`src/design/zd_pkg.sv`:
```
// ======================================================================
// Address map of the fabric. Each RAM bank holds 4 KB and appears
// repeatedly (aliased) across its 64 KB region.
// ======================================================================
package zd_pkg;

  // Bus widths
  localparam int ADDR_W = 24;
  localparam int DATA_W = 32;
  localparam int MASK_W = DATA_W / 8;

  // RAM banks
  localparam int BANK_WORDS = 1024;
  localparam int BANK_AW    = $clog2(BANK_WORDS);

  // Region field at address bits 17:16 with code 3 unmapped
  localparam int         REGION_LSB   = 16;
  localparam logic [1:0] REGION_BANK0 = 2'd0;
  localparam logic [1:0] REGION_BANK1 = 2'd1;
  localparam logic [1:0] REGION_SYS   = 2'd2;

  // General-purpose register block
  localparam int GPIO_N = 12;

  // Word offsets from address bits 3:2
  localparam logic [1:0] GPREG_DIR     = 2'd0;
  localparam logic [1:0] GPREG_OUT     = 2'd1;
  localparam logic [1:0] GPREG_IN      = 2'd2;
  localparam logic [1:0] GPREG_SCRATCH = 2'd3;

endpackage

```
`src/design/zd_bank_arbiter.sv`:
```
// ======================================================================
// One bank, two masters. Requests must already be qualified by region;
// a bank access is acked one cycle after its grant.
// ======================================================================
module zd_bank_arbiter (
  input  logic                       clk,
  input  logic                       RSTN,
  input  logic                       i_req_i,
  input  logic [zd_pkg::ADDR_W-1:0]  i_addr_i,
  input  logic                       d_req_i,
  input  logic                       d_we_i,
  input  logic [zd_pkg::MASK_W-1:0]  d_mask_i,
  input  logic [zd_pkg::DATA_W-1:0]  d_wdata_i,
  input  logic [zd_pkg::ADDR_W-1:0]  d_addr_i,
  output logic                       i_ack_o,
  output logic                       d_ack_o,
  output logic                       d_sel_o,
  output logic                       mem_en_o,
  output logic                       mem_we_o,
  output logic [zd_pkg::BANK_AW-1:0] mem_addr_o,
  output logic [zd_pkg::MASK_W-1:0]  mem_mask_o,
  output logic [zd_pkg::DATA_W-1:0]  mem_wdata_o
);
import zd_pkg::*;

logic busy;
logic own_d;
logic last_d;
logic i_eff;
logic d_eff;
logic grant_d;

// The owner is acked in the busy cycle and still holds its req there
assign i_eff = i_req_i && !(busy && !own_d);
assign d_eff = d_req_i && !(busy && own_d);

// Contested grant goes to the loser of the previous contest
assign grant_d = d_eff && (!i_eff || !last_d);

assign mem_en_o    = i_eff || d_eff;
assign mem_we_o    = grant_d && d_we_i;
assign mem_addr_o  = grant_d ? d_addr_i[BANK_AW+1:2] : i_addr_i[BANK_AW+1:2];
assign mem_mask_o  = grant_d ? d_mask_i : '0;
assign mem_wdata_o = d_wdata_i;

always_ff @(posedge clk or negedge RSTN) begin
  if (!RSTN) begin
    busy   <= 1'b0;
    own_d  <= 1'b0;
    // Cleared so that data wins the first contest
    last_d <= 1'b0;
  end else begin
    busy <= mem_en_o;
    if (mem_en_o) begin
      own_d <= grant_d;
    end
    if (i_eff && d_eff) begin
      last_d <= grant_d;
    end
  end
end

assign i_ack_o = busy && !own_d;
assign d_ack_o = busy && own_d;
assign d_sel_o = own_d;

// ======================================================================
// Checks
// ======================================================================

// The owner still requests in its ack cycle
assert property (@(posedge clk) disable iff (!RSTN)
  busy |-> (own_d ? d_req_i : i_req_i));

// The master left waiting by a contest keeps its request
assert property (@(posedge clk) disable iff (!RSTN)
  (i_eff && d_eff) |=> (own_d ? i_req_i : d_req_i));

endmodule

```
`src/design/zd_xbar.sv`:
```
// ======================================================================
// Region decode for both masters. Instruction fetches only reach RAM;
// anything unmapped is acked one cycle later with zero data.
// ======================================================================
module zd_xbar (
  input  logic                       clk,
  input  logic                       RSTN,
  input  logic                       instr_req_i,
  input  logic [zd_pkg::ADDR_W-1:0]  instr_addr_i,
  output logic [zd_pkg::DATA_W-1:0]  instr_rdata_o,
  output logic                       instr_ack_o,
  input  logic                       data_req_i,
  input  logic [zd_pkg::ADDR_W-1:0]  data_addr_i,
  input  logic                       data_we_i,
  input  logic [zd_pkg::MASK_W-1:0]  data_mask_i,
  input  logic [zd_pkg::DATA_W-1:0]  data_wdata_i,
  output logic [zd_pkg::DATA_W-1:0]  data_rdata_o,
  output logic                       data_ack_o,
  output logic                       bank0_en_o,
  output logic                       bank0_we_o,
  output logic [zd_pkg::BANK_AW-1:0] bank0_addr_o,
  output logic [zd_pkg::MASK_W-1:0]  bank0_mask_o,
  output logic [zd_pkg::DATA_W-1:0]  bank0_wdata_o,
  input  logic [zd_pkg::DATA_W-1:0]  bank0_rdata_i,
  output logic                       bank1_en_o,
  output logic                       bank1_we_o,
  output logic [zd_pkg::BANK_AW-1:0] bank1_addr_o,
  output logic [zd_pkg::MASK_W-1:0]  bank1_mask_o,
  output logic [zd_pkg::DATA_W-1:0]  bank1_wdata_o,
  input  logic [zd_pkg::DATA_W-1:0]  bank1_rdata_i,
  output logic                       sys_stb_o,
  output logic                       sys_we_o,
  output logic [1:0]                 sys_adr_o,
  output logic [zd_pkg::DATA_W-1:0]  sys_wdat_o,
  input  logic [zd_pkg::DATA_W-1:0]  sys_rdat_i,
  input  logic                       sys_ack_i
);
import zd_pkg::*;

logic [1:0] instr_region;
logic [1:0] data_region;
logic       instr_null;
logic       data_sys;
logic       data_null;
logic       instr_null_ack;
logic       data_null_ack;
logic       b0_i_ack, b0_d_ack, b0_d_sel;
logic       b1_i_ack, b1_d_ack, b1_d_sel;

assign instr_region = instr_addr_i[REGION_LSB +: 2];
assign data_region  = data_addr_i[REGION_LSB +: 2];

assign instr_null = (instr_region != REGION_BANK0) && (instr_region != REGION_BANK1);
assign data_sys   = (data_region == REGION_SYS);
assign data_null  = !data_sys && (data_region != REGION_BANK0)
                    && (data_region != REGION_BANK1);

// ======================================================================
// RAM banks
// ======================================================================
zd_bank_arbiter u_arb0 (
  .clk        (clk                                         ),
  .RSTN       (RSTN                                        ),
  .i_req_i    (instr_req_i && (instr_region == REGION_BANK0)),
  .i_addr_i   (instr_addr_i                                ),
  .d_req_i    (data_req_i && (data_region == REGION_BANK0)  ),
  .d_we_i     (data_we_i                                   ),
  .d_mask_i   (data_mask_i                                 ),
  .d_wdata_i  (data_wdata_i                                ),
  .d_addr_i   (data_addr_i                                 ),
  .i_ack_o    (b0_i_ack                                    ),
  .d_ack_o    (b0_d_ack                                    ),
  .d_sel_o    (b0_d_sel                                    ),
  .mem_en_o   (bank0_en_o                                  ),
  .mem_we_o   (bank0_we_o                                  ),
  .mem_addr_o (bank0_addr_o                                ),
  .mem_mask_o (bank0_mask_o                                ),
  .mem_wdata_o(bank0_wdata_o                               )
);

zd_bank_arbiter u_arb1 (
  .clk        (clk                                         ),
  .RSTN       (RSTN                                        ),
  .i_req_i    (instr_req_i && (instr_region == REGION_BANK1)),
  .i_addr_i   (instr_addr_i                                ),
  .d_req_i    (data_req_i && (data_region == REGION_BANK1)  ),
  .d_we_i     (data_we_i                                   ),
  .d_mask_i   (data_mask_i                                 ),
  .d_wdata_i  (data_wdata_i                                ),
  .d_addr_i   (data_addr_i                                 ),
  .i_ack_o    (b1_i_ack                                    ),
  .d_ack_o    (b1_d_ack                                    ),
  .d_sel_o    (b1_d_sel                                    ),
  .mem_en_o   (bank1_en_o                                  ),
  .mem_we_o   (bank1_we_o                                  ),
  .mem_addr_o (bank1_addr_o                                ),
  .mem_mask_o (bank1_mask_o                                ),
  .mem_wdata_o(bank1_wdata_o                               )
);

// ======================================================================
// System path and unmapped accesses
// ======================================================================
always_ff @(posedge clk or negedge RSTN) begin
  if (!RSTN) begin
    instr_null_ack <= 1'b0;
    data_null_ack  <= 1'b0;
    sys_stb_o      <= 1'b0;
  end else begin
    instr_null_ack <= instr_req_i && instr_null && !instr_null_ack;
    data_null_ack  <= data_req_i && data_null && !data_null_ack;
    // Strobe held until the register block acks
    if (sys_stb_o) begin
      sys_stb_o <= !sys_ack_i;
    end else begin
      sys_stb_o <= data_req_i && data_sys;
    end
  end
end

// Access captured along with the strobe
always_ff @(posedge clk) begin
  if (!sys_stb_o) begin
    sys_we_o   <= data_we_i;
    sys_adr_o  <= data_addr_i[3:2];
    sys_wdat_o <= data_wdata_i;
  end
end

assign instr_ack_o = b0_i_ack || b1_i_ack || instr_null_ack;
assign data_ack_o  = b0_d_ack || b1_d_ack || sys_ack_i || data_null_ack;

// Steer each bank to the owner of its completing access
always_comb begin
  instr_rdata_o = '0;
  data_rdata_o  = '0;
  if (b0_i_ack || b0_d_ack) begin
    if (b0_d_sel) data_rdata_o = bank0_rdata_i;
    else instr_rdata_o = bank0_rdata_i;
  end
  if (b1_i_ack || b1_d_ack) begin
    if (b1_d_sel) data_rdata_o = bank1_rdata_i;
    else instr_rdata_o = bank1_rdata_i;
  end
  if (sys_ack_i) data_rdata_o = sys_rdat_i;
end

// At most one ack source per master in any cycle
assert property (@(posedge clk) disable iff (!RSTN)
  $onehot0({b0_i_ack, b1_i_ack, instr_null_ack}));
assert property (@(posedge clk) disable iff (!RSTN)
  $onehot0({b0_d_ack, b1_d_ack, sys_ack_i, data_null_ack}));

endmodule

```
`config.mk`:
```
export PLATFORM = sky130hd
export DESIGN_NAME = zd_xbar
export DESIGN_NICKNAME = d
export VERILOG_FILES = /design/src/design/zd_pkg.sv /design/src/design/zd_bank_arbiter.sv /design/src/design/zd_xbar.sv
export SDC_FILE = /design/constraint.sdc
export NUM_CORES = 1
export LEC_CHECK = 0
export ABC_AREA = 1
export BUFFER_PORTS_ARGS = -buffer_cell sky130_fd_sc_hd__clkbuf_2
export CAP_MARGIN = 20
export CORE_AREA = 10 10 141 143
export DETAILED_ROUTE_END_ITERATION = 16
export DIE_AREA = 0 0 151 153
export PLACE_DENSITY = 0.6
export SETUP_SLACK_MARGIN = 0.05
export SKIP_LAST_GASP = 1
export SLEW_MARGIN = 20
export SYNTH_ARGS = -nofsm -noshare
export SYNTH_HDL_FRONTEND = slang
export SYNTH_SLANG_ARGS = --single-unit
export TNS_END_PERCENT = 50
```
`constraint.sdc`:
```
create_clock -name clk -period 2 [get_ports clk]
set_input_delay 0.2 -clock clk [delete_from_list [all_inputs] [get_ports clk]]
set_output_delay 0.2 -clock clk [all_outputs]
set_load 0.01 [all_outputs]
```
==> results.json <==
{
  "status": "completed",
  "cp.arrival_ns": 1.73,
  "p_leak_uw": 0.00303,
  "fillers": 1859,
  "critPathLaunchType": "flip-flop",
  "die-height_um": 153,
  "clk_pin_slew_ns": 0.07,
  "fin_ws_ns": 0.0738,
  "place_area_um2": 5130,
  "die-area_um2": 23100,
  "first_global_vias": 4556,
  "die_w_um": 151,
  "drt-total-wl_mm": 17.3,
  "grt_usage_pct": 13.7,
  "htreeDepth": 2,
  "worst_setup_path_end_kind": "output port",
  "r2r_cells": 6,
  "fin_skew_ns": 0.00503,
  "synth_cell_types": 23,
  "placed_cells": 992,
  "synth_seq_area_share_pct": 35.7,
  "start_util_pct": 20.9,
  "power.density_nw_per_um2": 612,
  "finalHoldViolCount": 0,
  "avgSynthCellArea_um2": 7.26,
  "r2r_end": "u_arb1.d_sel_o$_DFFE_PN0P_",
  "rows": 48,
  "cap_violations": 0,
  "detail-route-antenna-nets": 0,
  "cp.required_ns": 1.80,
  "core_area_um2": 17100,
  "crit_start": "u_arb1.busy$_DFF_PN0_",
  "reg2reg_slack_ns": 0.72,
  "cts_sinks": 44,
  "tightestPinTransition_ns": 0.469,
  "cts_tree": "built",
  "fin_area_um2": 5390,
  "place_ws_ns": 0.270,
  "hp-class": "in -> reg",
  "final.min_clock_period_ns": 1.93,
  "fin_total_pwr_uw": 3300,
  "drv_slew": 0,
  "syn_to_final_growth_pct": 51.0,
  "rsz0062_at_grt": "yes",
  "post-route-period-util_pct": 96.3,
  "crit_type": "reg -> out",
  "fmax_mhz": 519,
  "endpoint": "data_rdata_o[11]",
  "finalNetCount": 966,
  "wl_per_cell_um": 17.2,
  "vias_per_cell": 4.43,
  "setup_viol_count_final": 0,
  "vias": 4452,
  "vdd_ir_drop_max_uv": 320,
  "fin_setup_tns_ns": 0,
  "drc": 0,
  "grt_max_degree": 38,
  "ys_ff_latch": 44,
  "io_buffers": 359,
  "dp_hpwl_mm": 14.3,
  "antennaDiodeCount": 0,
  "drtIter0Drc": 207,
  "antenna_found_initial": 0,
  "grt_overflow": 0,
  "clk_latency_ns": 0.29,
  "synthCells": 492,
  "cts_root_buf": "clkbuf_16",
  "finalNonFillerCells": 1006,
  "dr.pass1.iters": 4,
  "syn_nets": 678,
  "clockBufferDepth": 2,
  "numCtsBuffers": 5,
  "relSlewSlack_pct": 68.7,
  "io_pins": 384,
  "grt_pass1_wl_mm": 25.6,
  "synth.cell_area_um2": 3570,
  "gp_congestion": 0.919,
  "yosysWarnings": 0,
  "layout-drive-gt1-share_pct": 51.3,
  "r2r-start": "u_arb1.busy$_DFF_PN0_",
  "crit_fanout": 31
}
worst max-delay path, stage by stage, from the launching register on:
cell	delay, ns
dfrtp_1	0.45
buf_4	0.39
nand3_1	0.15
a31oi_1	0.25
clkbuf_2	0.18
flip-flops by register name, summed over array words and instances (netlist names):
name / count
data_null_ack: 1
instr_null_ack: 1
sys_adr_o: 2
sys_stb_o: 1
sys_wdat_o: 32
sys_we_o: 1
u_arb0.busy: 1
u_arb0.d_sel_o: 1
u_arb0.last_d: 1
u_arb1.busy: 1
u_arb1.d_sel_o: 1
u_arb1.last_d: 1
where the power goes:
part           internal (uW)  leakage, uW  switching [uW]
Combinational            465      0.00247             741
Clock                    603    0.0000863             366
Sequential              1090     0.000474            36.8
how the worst min path moves through the flow:
stage	from	depth (start not counted)	end	slack [ns]
6_report	data_we_i	1	sys_we_o$_DFFE_PN_	0.10
4_1_cts	data_we_i	1	sys_we_o$_DFFE_PN_	0.09
5_1_grt	data_we_i	1	sys_we_o$_DFFE_PN_	0.1
2_1_floorplan	RSTN	0	data_null_ack$_DFF_PN0_	-0.1
3_3_place_gp	RSTN	1	sys_stb_o$_DFF_PN0_	0.09
3_5_place_dp	RSTN	1	sys_stb_o$_DFF_PN0_	0.09
repair_timing:
item / CTS / global route
hold buffers: 1 / 0
pin swaps: 1 / 0
resized for setup: 1 / 2
gates cloned: 0 / 0
endpoints found under the hold margin: 9 / 0
setup buffers: 2 / 3
setup endpoints to repair: 16 / 29
layer usage:
metal | global-route usage (%) | share of wire, %
met1 | 15.5 | 37
met2 | 24.8 | 51
met3 | 3.78 | 11
met4 | 3.12 | 1.6
met5 | 0 | 0
layout make-up:
| type | count | area (um^2) | share of cell area (%) |
|---|---|---|---|
| tap | 225 | 282 | 5.22 |
| clock buffer | 5 | 125 | 2.32 |
| sequential | 44 | 1280 | 23.7 |
| clock inverter | 3 | 50.0 | 0.928 |
| multi-input combinational | 329 | 1560 | 28.9 |
| timing repair buffer | 380 | 2020 | 37.5 |
| inverter | 20 | 77.6 | 1.44 |
logic make-up (layout without fill, tap and decap cells):
logic type             count (synthesis)  count (layout)  share of synthesized area [%]
AO/OA/AOI/OAI                         37              37                           6.34
buffers and inverters                119             408                           20.9
flip-flops                            44              44                           35.7
AND/OR/NAND/NOR                      292             292                           37.0
per-stage QoR:
step / util, % / hold slack, ns
4_1_cts: 31.3 / 0.0925
3_3_place_gp: 30.1 / 0.0908
6_report: 31.6 / 0.103
2_1_floorplan: - / -0.0956
3_5_place_dp: 30.1 / 0.0862
5_1_grt: 31.6 / 0.0971
synth_stat cells:
cell type,n,area [um^2]
nand3_1,120,601
nand2_1,116,435
buf_4,68,510
nor2_1,45,169
edfxtp_1,35,1050
a31oi_1,31,194
buf_2,23,115
inv_1,16,60.1
dfrtp_1,9,225
clkbuf_1,6,22.5
inv_2,4,15.0
o21ai_0,4,20.0
nand2_4,3,33.8
buf_6,2,22.5
nand3_2,2,20.0
nand2_2,1,6.26
nand4_1,1,6.26
nand4_2,1,12.5
nand4_4,1,21.3
nor2_2,1,6.26
nor2_4,1,11.3
o211ai_1,1,7.51
o21ai_1,1,5.00
layout by cell type, fill, tap and decap left out, types with 2 or more instances in the layout:
| master | instances |
|---|---|
| inv_1 | 16 |
| a31oi_1 | 31 |
| nand3_2 | 2 |
| buf_4 | 14 |
| inv_2 | 3 |
| nor2_1 | 45 |
| nand3_1 | 120 |
| nand2_4 | 2 |
| clkbuf_16 | 5 |
| o21ai_0 | 4 |
| buf_12 | 5 |
| nand2_1 | 116 |
| edfxtp_1 | 35 |
| clkbuf_2 | 359 |
| dfrtp_1 | 9 |
Note: power is estimated with default switching activity, not from simulation.
