`src/design/zd_pkg.sv`:
```
// ======================================================================
// Address map of the fabric. Each RAM bank holds 4 KB and appears
// repeatedly (aliased) across its 64 KB region.
// ======================================================================
package zd_pkg;

  // Bus widths
  localparam int ADDR_W = 24;
  localparam int DATA_W = 32;
  localparam int MASK_W = DATA_W / 8;

  // RAM banks
  localparam int BANK_WORDS = 1024;
  localparam int BANK_AW    = $clog2(BANK_WORDS);

  // Region field at address bits 17:16 with code 3 unmapped
  localparam int         REGION_LSB   = 16;
  localparam logic [1:0] REGION_BANK0 = 2'd0;
  localparam logic [1:0] REGION_BANK1 = 2'd1;
  localparam logic [1:0] REGION_SYS   = 2'd2;

  // General-purpose register block
  localparam int GPIO_N = 12;

  // Word offsets from address bits 3:2
  localparam logic [1:0] GPREG_DIR     = 2'd0;
  localparam logic [1:0] GPREG_OUT     = 2'd1;
  localparam logic [1:0] GPREG_IN      = 2'd2;
  localparam logic [1:0] GPREG_SCRATCH = 2'd3;

endpackage

```
`src/design/zd_gpreg.sv`:
```
// ======================================================================
// GPIO direction, output and input plus a scratch word. The input goes
// through two flops, so it reads back two cycles after a change.
// ======================================================================
module zd_gpreg (
  input  logic                      clk,
  input  logic                      RSTN,
  input  logic                      stb_i,
  input  logic                      we_i,
  input  logic [1:0]                adr_i,
  input  logic [zd_pkg::DATA_W-1:0] dat_i,
  output logic [zd_pkg::DATA_W-1:0] dat_o,
  output logic                      ack_o,
  output logic [zd_pkg::GPIO_N-1:0] gpio_dir_o,
  output logic [zd_pkg::GPIO_N-1:0] gpio_out_o,
  input  logic [zd_pkg::GPIO_N-1:0] gpio_in_i
);
import zd_pkg::*;

logic [GPIO_N-1:0] in_meta;
logic [GPIO_N-1:0] in_sync;
logic [DATA_W-1:0] scratch_q;
logic [DATA_W-1:0] rd_mux;
logic              access;

// Only the first cycle of a strobe counts
assign access = stb_i && !ack_o;

always_ff @(posedge clk or negedge RSTN) begin
  if (!RSTN) begin
    ack_o      <= 1'b0;
    gpio_dir_o <= '0;
    gpio_out_o <= '0;
  end else begin
    ack_o <= access;
    if (access && we_i && (adr_i == GPREG_DIR)) gpio_dir_o <= dat_i[GPIO_N-1:0];
    if (access && we_i && (adr_i == GPREG_OUT)) gpio_out_o <= dat_i[GPIO_N-1:0];
  end
end

always_ff @(posedge clk) begin
  in_meta <= gpio_in_i;
  in_sync <= in_meta;
  if (access && we_i && (adr_i == GPREG_SCRATCH)) scratch_q <= dat_i;
  if (access) dat_o <= rd_mux;
end

always_comb begin
  case (adr_i)
    GPREG_DIR: rd_mux = DATA_W'(gpio_dir_o);
    GPREG_OUT: rd_mux = DATA_W'(gpio_out_o);
    GPREG_IN:  rd_mux = DATA_W'(in_sync);
    default:   rd_mux = scratch_q;
  endcase
end

// A strobe stays up with the same access through its ack cycle
assert property (@(posedge clk) disable iff (!RSTN)
  (stb_i && !ack_o) |=> (stb_i && $stable(adr_i) && $stable(we_i)));

endmodule

```
`config.mk`:
```
export PLATFORM = sky130hd
export DESIGN_NAME = zd_gpreg
export DESIGN_NICKNAME = d
export VERILOG_FILES = /design/src/design/zd_pkg.sv /design/src/design/zd_gpreg.sv
export SDC_FILE = /design/constraint.sdc
export NUM_CORES = 1
export LEC_CHECK = 0
export ABC_AREA = 1
export BUFFER_PORTS_ARGS = -buffer_cell sky130_fd_sc_hd__buf_4
export CAP_MARGIN = 10
export CORE_MARGIN = 2
export CORE_UTILIZATION = 32
export DETAILED_ROUTE_END_ITERATION = 6
export GPL_TIMING_DRIVEN = 0
export SLEW_MARGIN = 5
export SYNTH_ARGS = -nofsm -noshare
export SYNTH_HDL_FRONTEND = slang
export SYNTH_SLANG_ARGS = --single-unit
```
`constraint.sdc`:
```
create_clock -name clk -period 3.84 [get_ports clk]
set_input_delay 0.192 -clock clk [delete_from_list [all_inputs] [get_ports clk]]
set_output_delay 0.192 -clock clk [all_outputs]
set_load 0.1 [all_outputs]
```
==> results of run 1 <==
-- power by group through the flow --
stage | sequential [uW] | clock (uW) | combinational (uW)
3_5_place_dp | 1480 | 0 | 952
3_3_place_gp | 1480 | 0 | 937
4_1_cts | 1460 | 1470 | 990
2_1_floorplan | 2060 | 0 | 127
6_report | 1460 | 1440 | 985
5_1_grt | 1470 | 1520 | 1030
-- cell families (layout without fill, tap and decap cells) --
family / after synthesis / count (layout)
flops: 113 / 113
compound gates: 12 / 12
buf+inv: 53 / 236
simple gates: 149 / 149
-- Yosys cell counts (2+ instances only) --
cell type  instances  area [um2]
nor2_1            22       82.58
nand3_2            2       20.02
buf_2             12       60.06
o21bai_1          12       90.09
buf_6              3       33.78
edfxtp_1          64        1922
dfxtp_1           24       480.5
nand4_1           12       75.07
inv_1             35       131.4
nand2_1           73       274.0
nand3_1           36       180.2
dfrtp_1           25       625.6
-- final cells by class --
cell class,count,area [um2],share of cell area
sequential,113,3028,0.4977
timing repair buffer,151,1279,0.2102
multi-input combinational,161,780.7,0.1283
clock buffer,22,444.2,0.07302
tap,172,215.2,0.03538
inverter,37,140.1,0.02304
buffer,16,101.3,0.01666
clock inverter,10,95.09,0.01563
-- critical path, stage by stage, from the launching register on --
cell and delay (ps):
dfrtp_1 410, nor2_4 540, buf_16 230, nand3_2 90, buf_2 220, nand2_1 90
nand2_1 50
-- path summary, 6_finish.rpt --
kind,start,endpoint,cells past startpoint
max,ack_o,gpio_dir_o[7],6
min,we_i,gpio_dir_o[0],4
max reg2reg,ack_o,gpio_dir_o[7],6
min reg2reg,in_meta[9],in_sync[9],0
max in group asynchronous,RSTN,gpio_dir_o[11],2
min in group asynchronous,RSTN,gpio_out_o[10],2
-- sequential cells by signal, summed over array words and instances (netlist names) --
name,cells
gpio_dir_o,12
in_meta,12
ack_o,1
gpio_out_o,12
dat_o,32
scratch_q,32
in_sync,12
-- per-layer routing --
layer,share of wire,vias to the layer above
li1,-,1431
met4,0.027,0
met5,0,-
met3,0.076,23
met1,0.40,1382
met2,0.49,123
-- what timing repair did --
action	4_1_cts	5_1_grt
resized for setup	0	0
hold buffers	45	0
hold endpoints to repair	84	0
-- cells in the final DEF, fill, tap and decap left out --
| cell type | netlist | final |
|---|---|---|
| buf_4 | 1 | 105 |
| nand2_1 | 73 | 73 |
| edfxtp_1 | 64 | 64 |
| dlygate4sd3_1 | 0 | 45 |
| nand3_1 | 36 | 36 |
| inv_1 | 35 | 35 |
| dfrtp_1 | 25 | 25 |
| dfxtp_1 | 24 | 24 |
| nor2_1 | 22 | 20 |
| clkbuf_16 | 0 | 17 |
| buf_2 | 12 | 12 |
| nand4_1 | 12 | 12 |
| o21bai_1 | 12 | 12 |
| clkinv_2 | 1 | 5 |
| clkbuf_1 | 0 | 5 |
| clkinv_1 | 0 | 4 |
| buf_6 | 3 | 3 |
| nor2_4 | 1 | 3 |
| nand3_2 | 2 | 2 |
| bufinv_16 | 0 | 2 |
| nor2_8 | 1 | 1 |
| inv_2 | 1 | 1 |
| nand2_2 | 1 | 1 |
| nor2_2 | 1 | 1 |
| buf_12 | 0 | 1 |
| buf_16 | 0 | 1 |
-- per-stage QoR --
step	util	worst slack, ps	area [um2]	std cells
after floorplan	-	805.3	4035	327
after global placement	0.4036	293.5	5031	603
after detailed placement	0.4086	2042	5094	605
after CTS	0.4880	2027	6083	682
after global routing	0.4880	1923	6083	682
final	0.4880	2066	6083	682
==> flow_summary.yaml, run 1 <==
outcome:
  status: "finished clean"
worst_setup_path:
  worstPathArrival_ps: 2070
  cp_data_required_time_ps: 4140
  cp_max_fo: 20
  critPathLaunchType: "flop"
  critPathKind: "reg -> reg"
  worstSetupEndpointType: "flop"
  r2r_setup_slack_ps: 2070
floorplan:
  dieArea_um2: 13520
  initial_utilization: 0.3237
  die_w_um: 116.3
  io_pins: 107
  rows: 41
  fp.dieH_um: 116.3
  core_um2: 12470
sta:
  fin_tns_setup_ps: 0
  timing.fmax_mhz: 563.8
  whs_ps: 117.3
  setup_viol: 0
  final-hold-violation-count: 0
  grt_setup_unrepaired: "false"
  slew_headroom: 0.5641
  drv_slew: 0
  period_minus_slack_ps: 1774
  tightest_slew_ps: 652.3
  finalCritPeriodShare: 0.4619
  skew_ps: 7.254
route:
  postRouteAntennaNets: 0
  routed-via-count: 2959
  viasPerCell: 4.339
  drc: 0
  drtIter0Drc: 188
  wl_um: 10130
  routedWlPerCell_um: 14.85
  drt_pass1_iterations: 4
logic_synthesis:
  synthCells: 327
  synthFlopType: "edfxtp_1"
  netlist_area_um2: 4035
  synth_edf_count: 64
  async_flop_share: 0.2212
  post_synth_xor_area_fraction: 0
  avgSynthCellArea_um2: 12.34
  synth_compound_area_frac: 0.02233
  yosysWarnings: 0
  ys_ff_latch: 113
  synthSimpleGateAreaFrac: 0.1674
  synthMuxAreaShare: 0
  synth_nets: 377
  synthAdderAreaFrac: 0
  synth_top_family_by_area: "simple AND/OR/NAND/NOR gates"
  seq_area_frac_synth: 0.7504
  synth.distinct_cells: 19
grt:
  grt_max_degree: 27
  grt_pass1_vias: 2994
  grt_overflow_total: 0
  met3_usage: 0.06591
  grt_antenna_before_repair: 0
  grt_util_met2: 0.2655
  grt-busiest-layer: "met2"
  grtUsageTotal: 0.1576
  grt_pass1_wl_um: 15150
  grt_util_met1: 0.1758
finish:
  area_growth_pct: 50.76
  nFillCells: 1128
  diodes: 0
  drive_above_1_share: 0.3039
  fin_nets: 547
placement:
  io_buffer_count: 104
  place_congestion: 0.7439
  hpwl_um: 6535
power:
  p_int_uw: 2555
  p_clk_frac: 0.371
  p_sw_uw: 1329
  comb_power_share: 0.254
  p_sw_frac: 0.3422
  power_density_nw_per_um2: 638.6
  finalPower_uw: 3885
  peakVddDrop_uv: 436.6
  power_frac_seq: 0.375
  leakagePower_uw: 0.002689
hold_path:
  min_path_type: "in -> reg"
clocking:
  numClockSinks: 113
  clock_path_buffers: 2
  cts_buffers: 17
  cts_tree: "done"
  post_cts_buffers: 0
  h-tree-depth: 4
  cts.clk_slew.worst_paths_ps: 50
  cts_root_buf: "clkbuf_16"
  clock_latency_ps: 410
flow_run:
  cap_viol_max_count: 0
Power figures use the tool's default switching activity.
==> inputs of run 2 (changes only) <==
ABC_AREA = 0   (was 1)
clock period = 1.6 ns   (was 3.84 ns; I/O delays follow)
==> flow_summary.yaml, run 2 <==
outcome:
  status: "complete, but fails checks"
  failed_checks: "setup timing"
worst_setup_path:
  critPathLaunchType: "flop"
  worstSetupEndpointType: "flop"
  crit_family: "simple AND/OR/NAND/NOR gates"
  cpMaxStageDelayCell: "dfrtp_4"
  cp_max_fo: 10
  worstPathArrival_ps: 1990
  cp_cell_sequence: "nand3b_4 > or3b_4 > buf_12 > mux2_4"
  slowest_delay_ps: 490
  cp_data_required_time_ps: 1880
  critPathKind: "reg -> reg"
  path_buf_inv: 1
logic_synthesis:
  seq_area_frac_synth: 0.7893
  synthFlopType: "edfxtp_1"
  synthTopCellsByArea: "edfxtp_1 50%, dfrtp_1 16%, dfxtp_1 13%"
  netlist_area_um2: 3836
  synthCells: 185
  async_flop_share: 0.2212
  synth.distinct_cells: 17
  synth_largest_area_cell: "edfxtp_1"
  ys_ff_latch: 113
  avgSynthCellArea_um2: 20.74
  synth_edf_count: 64
  synthTopCellsByCount: "64 x edfxtp_1, 25 x dfrtp_1, 24 x dfxtp_1, 20 x and3_1, 14 x mux2_2"
  yosysTopAreaCellShare: 0.5010
  synth_nets: 235
  synth_most_common_cell: "edfxtp_1"
  yosysWarnings: 0
finish:
  diodes: 0
  fin_nets: 419
  largestRegisters: "dat_o (32), scratch_q (32)"
  final_cell_mix: "113 x buf_4, 64 x edfxtp_1, 45 x dlygate4sd3_1"
  final_cells: 524
  nFillCells: 941
  drive_above_1_share: 0.5197
  mostFrequentLayoutCell: "buf_4"
  register_area_um2: 3032
  area_growth_pct: 59.85
  multi_input_area_um2: 840.8
route:
  drc: 0
  routedWlPerCell_um: 16.60
  postRouteAntennaNets: 0
  drtIter0Drc: 93
  drt_pass1_iterations: 4
  wl_um: 8698
  viasPerCell: 4.412
  routed-via-count: 2312
clocking:
  cts_tree: "done"
  cts_buffers: 17
  cts_root_buf: "clkbuf_16"
  numClockSinks: 113
  h-tree-depth: 4
  clock_path_buffers: 2
  cts.clk_slew.worst_paths_ps: 50
  clock_latency_ps: 400
hold_path:
  min_path_type: "in -> async"
sta:
  worst_slack_ps: -105.4
  final-hold-violation-count: 0
  grt_setup_unrepaired: "true"
  setup_viol: 29
  drv_slew: 0
  skew_ps: 6.503
  whs_ps: 129.9
  slew_headroom: 0.3753
  timing.fmax_mhz: 586.4
  period_minus_slack_ps: 1705
  finalCritPeriodShare: 1.066
  tightest_slew_ps: 932.8
floorplan:
  fp.dieH_um: 113.5
  core_um2: 11560
  rows: 39
  dieArea_um2: 12880
  io_pins: 107
  initial_utilization: 0.3317
  die_w_um: 113.5
grt:
  grt_pass1_vias: 2415
  grt_antenna_before_repair: 0
  grtUsageTotal: 0.1422
  grt_overflow_total: 0
  grt_max_degree: 26
  grt_pass1_wl_um: 13190
placement:
  place_congestion: 0.6607
  io_buffer_count: 104
  hpwl_um: 5042
  placedCellCount: 432
power:
  leakagePower_uw: 0.002647
  peakVddDrop_uv: 1285
  power_density_nw_per_um2: 1624
flow_run:
  cap_viol_max_count: 0
-- run 2: changes by cell type in the layout (fill, tap and decap cells not counted), moves of 4 or more --
cell and change:
mux4_2 +12, nand2_1 -72, buf_4 +8, mux2_4 +21, buf_2 -11, and3_1 +20, nand3_1 -36, nor2_1 -20
clkinv_1 -4, nand4_1 -12, inv_1 -35, o21bai_1 -12
-- run 2: metrics by stage --
stage	power, uW	instance area (um2)	setup WS [ps]	util	setup TNS [ps]
finish	9956	6132	-105.4	0.5302	-1195
global route	10260	6132	-142.7	0.5302	-3512
CTS	10070	6117	-104.2	0.5289	-2779
detailed placement	5960	4821	-675.4	0.4169	-29690
global placement	5940	4821	-649.3	0.4169	-27660
floorplan	5403	3861	-207.6	-	-8181
-- run 2: repair_timing --
action,4_1_cts,5_1_grt
hold buffers,45,0
gates cloned,3,0
resized for setup,20,4
setup buffers,13,0
endpoints found under the hold margin,93,0
endpoints found under the setup margin,84,69
pin swaps,3,2
-- run 2: cell families (layout without fill, tap and decap cells) --
| kind of cell | count (synthesis) | after routing | synth area share |
|---|---|---|---|
| buffers and inverters | 10 | 204 | 0.01435 |
| muxes | 36 | 36 | 0.1507 |
| DFF | 113 | 113 | 0.7893 |
| and+or+nand+nor | 26 | 28 | 0.04566 |
-- run 2: metal layers --
metal / vias up / track usage / share of wire
li1: 1082 / - / -
met1: 1138 / 0.1764 / 0.44
met2: 84 / 0.2287 / 0.49
met3: 8 / 0.05420 / 0.056
met4: 0 / 0.05122 / 0.0098
met5: - / 0 / 0
-- run 2: report_power, final --
group | internal [uW] | switching (uW) | total (uW)
clock network | 2670 | 1230 | 3900
logic | 709 | 1830 | 2540
registers | 3360 | 160 | 3520
-- run 2: worst paths after layout --
kind / from / end / slack (ps) / cells past startpoint
worst max register to register: ack_o / gpio_out_o[9] / -110 / 4
worst min-delay path: RSTN / gpio_dir_o[2] / 130 / 2
min in group clk: adr_i[0] / dat_o[10] / 210 / 2
worst min register to register: in_meta[1] / in_sync[1] / 320 / 0
max in group asynchronous: RSTN / ack_o / 1160 / 2
worst max-delay path: ack_o / gpio_out_o[9] / -110 / 4
-- run 2: worst register-to-register path, delay by kind of cell, from the launching register on --
kind | cells | cell delay (ps)
DFF | 1 | 490
buffers and inverters | 1 | 170
and+or+nand+nor | 2 | 630
muxes | 1 | 310
-- run 2: final cells by class --
type	instances	area share
Buffer	10	0.01204
Multi-Input combinational cell	64	0.1371
Clock buffer	23	0.08835
Clock inverter	8	0.01530
Timing Repair Buffer	163	0.2236
Sequential cell	113	0.4944
Tap cell	143	0.02918
==> inputs of run 3 (changes only) <==
GPL_TIMING_DRIVEN = unset   (was 0)
REMOVE_ABC_BUFFERS = 1   (was unset)
==> flow_summary.yaml, run 3 (same netlist as run 2, synthesis figures left out) <==
finish:
  utilization: 0.5130
  fin_area_um2: 5933
  largestRegisters: "dat_o (32), scratch_q (32)"
  mostFrequentLayoutCell: "buf_4"
  diodes: 0
  final_cell_mix: "113 x buf_4, 64 x edfxtp_1, 45 x dlygate4sd3_1"
  drive_above_1_share: 0.5082
  area_growth_pct: 54.66
  fin_nets: 405
  nFillCells: 968
route:
  wl_um: 7963
  drc: 0
  routed-via-count: 2214
  viasPerCell: 4.333
  routedWlPerCell_um: 15.58
  drt_pass1_iterations: 4
  drtIter0Drc: 88
  postRouteAntennaNets: 0
sta:
  skew_ps: 5.237
  grt_setup_unrepaired: "false"
  fin_tns_setup_ps: 0
  drv_slew: 0
  timing.fmax_mhz: 649.9
  period_minus_slack_ps: 1539
  setup_viol: 0
  tightest_slew_ps: 347.7
  final-hold-violation-count: 0
  slew_headroom: 0.7682
  finalCritPeriodShare: 0.9618
outcome:
  status: "finished clean"
placement:
  hpwl_um: 5244
  place_congestion: 0.7042
  io_buffer_count: 106
  placed_area_um2: 4888
grt:
  grt_antenna_before_repair: 0
  grtUsageTotal: 0.1297
  grt_pass1_vias: 2381
  grt_pass1_wl_um: 12340
  grt_overflow_total: 0
  grt_max_degree: 33
floorplan:
  initial_utilization: 0.3317
  io_pins: 107
  core_um2: 11560
  rows: 39
  fp.dieH_um: 113.5
  die_w_um: 113.5
  dieArea_um2: 12880
hold_path:
  min_path_type: "in -> async"
worst_setup_path:
  critPathKind: "reg -> reg"
  worstPathArrival_ps: 1820
  critPathLaunchType: "flop"
  r2r_setup_slack_ps: 60
  worstSetupEndpointType: "flop"
  cp_data_required_time_ps: 1880
  reg2reg_to: "gpio_out_o[10]"
  timing.rr.start: "ack_o"
  r2r_cells: 3
  cp_max_fo: 12
clocking:
  cts_buffers: 17
  clock_path_buffers: 2
  clock_latency_ps: 400
  cts_tree: "done"
  post_cts_buffers: 0
  cts.clk_slew.worst_paths_ps: 60
  cts_root_buf: "clkbuf_16"
  h-tree-depth: 4
  numClockSinks: 113
power:
  leakagePower_uw: 0.002525
  peakVddDrop_uv: 891.1
  power_density_nw_per_um2: 1638
flow_run:
  cap_viol_max_count: 0
==> run 3: cell count changes in the layout (fill, tap and decap cells not counted), moves of 2 or more <==
| cell | before | now |
|---|---|---|
| clkbuf_8 | 3 | 0 |
| buf_6 | 6 | 0 |
| clkinv_2 | 5 | 3 |
| clkbuf_1 | 5 | 1 |
| clkinvlp_4 | 0 | 4 |
| clkbuf_16 | 20 | 17 |
| mux2_2 | 3 | 14 |
| mux2_4 | 21 | 10 |
==> run 3: stage by stage <==
stage               cells  hold slack (ps)  power, uW  worst slack [ps]
finish                511            134.5       9720             61.20
global route          511            152.7      10050             15.87
CTS                   511            135.4       9827             42.07
detailed placement    434            17.12       5984             60.43
global placement      434            8.255       5963             74.57
floorplan             175           -215.6       5373             -1227
==> run 3: layer usage <==
metal	vias to the layer above	wire (um)	track usage
met5	-	0	0
met4	0	155	0.05935
met3	12	392	0.03826
met2	80	3847	0.2072
met1	1070	3567	0.1640
li1	1052	-	-
==> run 3: worst max-delay path by stage <==
stage	slack, ps	endpoint	start
final	60	gpio_out_o[10]	ack_o
after global routing	20	gpio_out_o[10]	ack_o
after CTS	40	gpio_out_o[10]	ack_o
after detailed placement	60	gpio_out_o[4]	ack_o
after global placement	70	gpio_out_o[1]	ack_o
after floorplan	-1230	scratch_q[0]	ack_o
==> run 3: area by class of cell <==
class,instances,area [um2],area share
multi-input cells,62,773.2,0.1303
flip-flops and latches,113,3028,0.5103
clock inverters,14,165.2,0.02784
repair buffers,161,1359,0.2290
well taps,143,178.9,0.03016
clock buffers,18,429.2,0.07233
==> run 3: what timing repair did <==
action                    in CTS  in global routing
hold buffers                  45                  0
hold endpoints to repair      93                  0
gates resized for setup        0                  0
==> run 3: critical path: stages (launching register included) <==
cell and delay, ps:
dfrtp_1 370, nand3b_4 180, or3b_4 540, mux2_4 330
==> run 3: where the power goes <==
part	internal, uW	switching, uW	total [uW]	leakage [uW]
Clock	2440	1280	3720	0.000280
Combinational	669	1810	2470	0.00114
Sequential	3360	166	3520	0.00111
Total	6460	3260	9720	0.00253
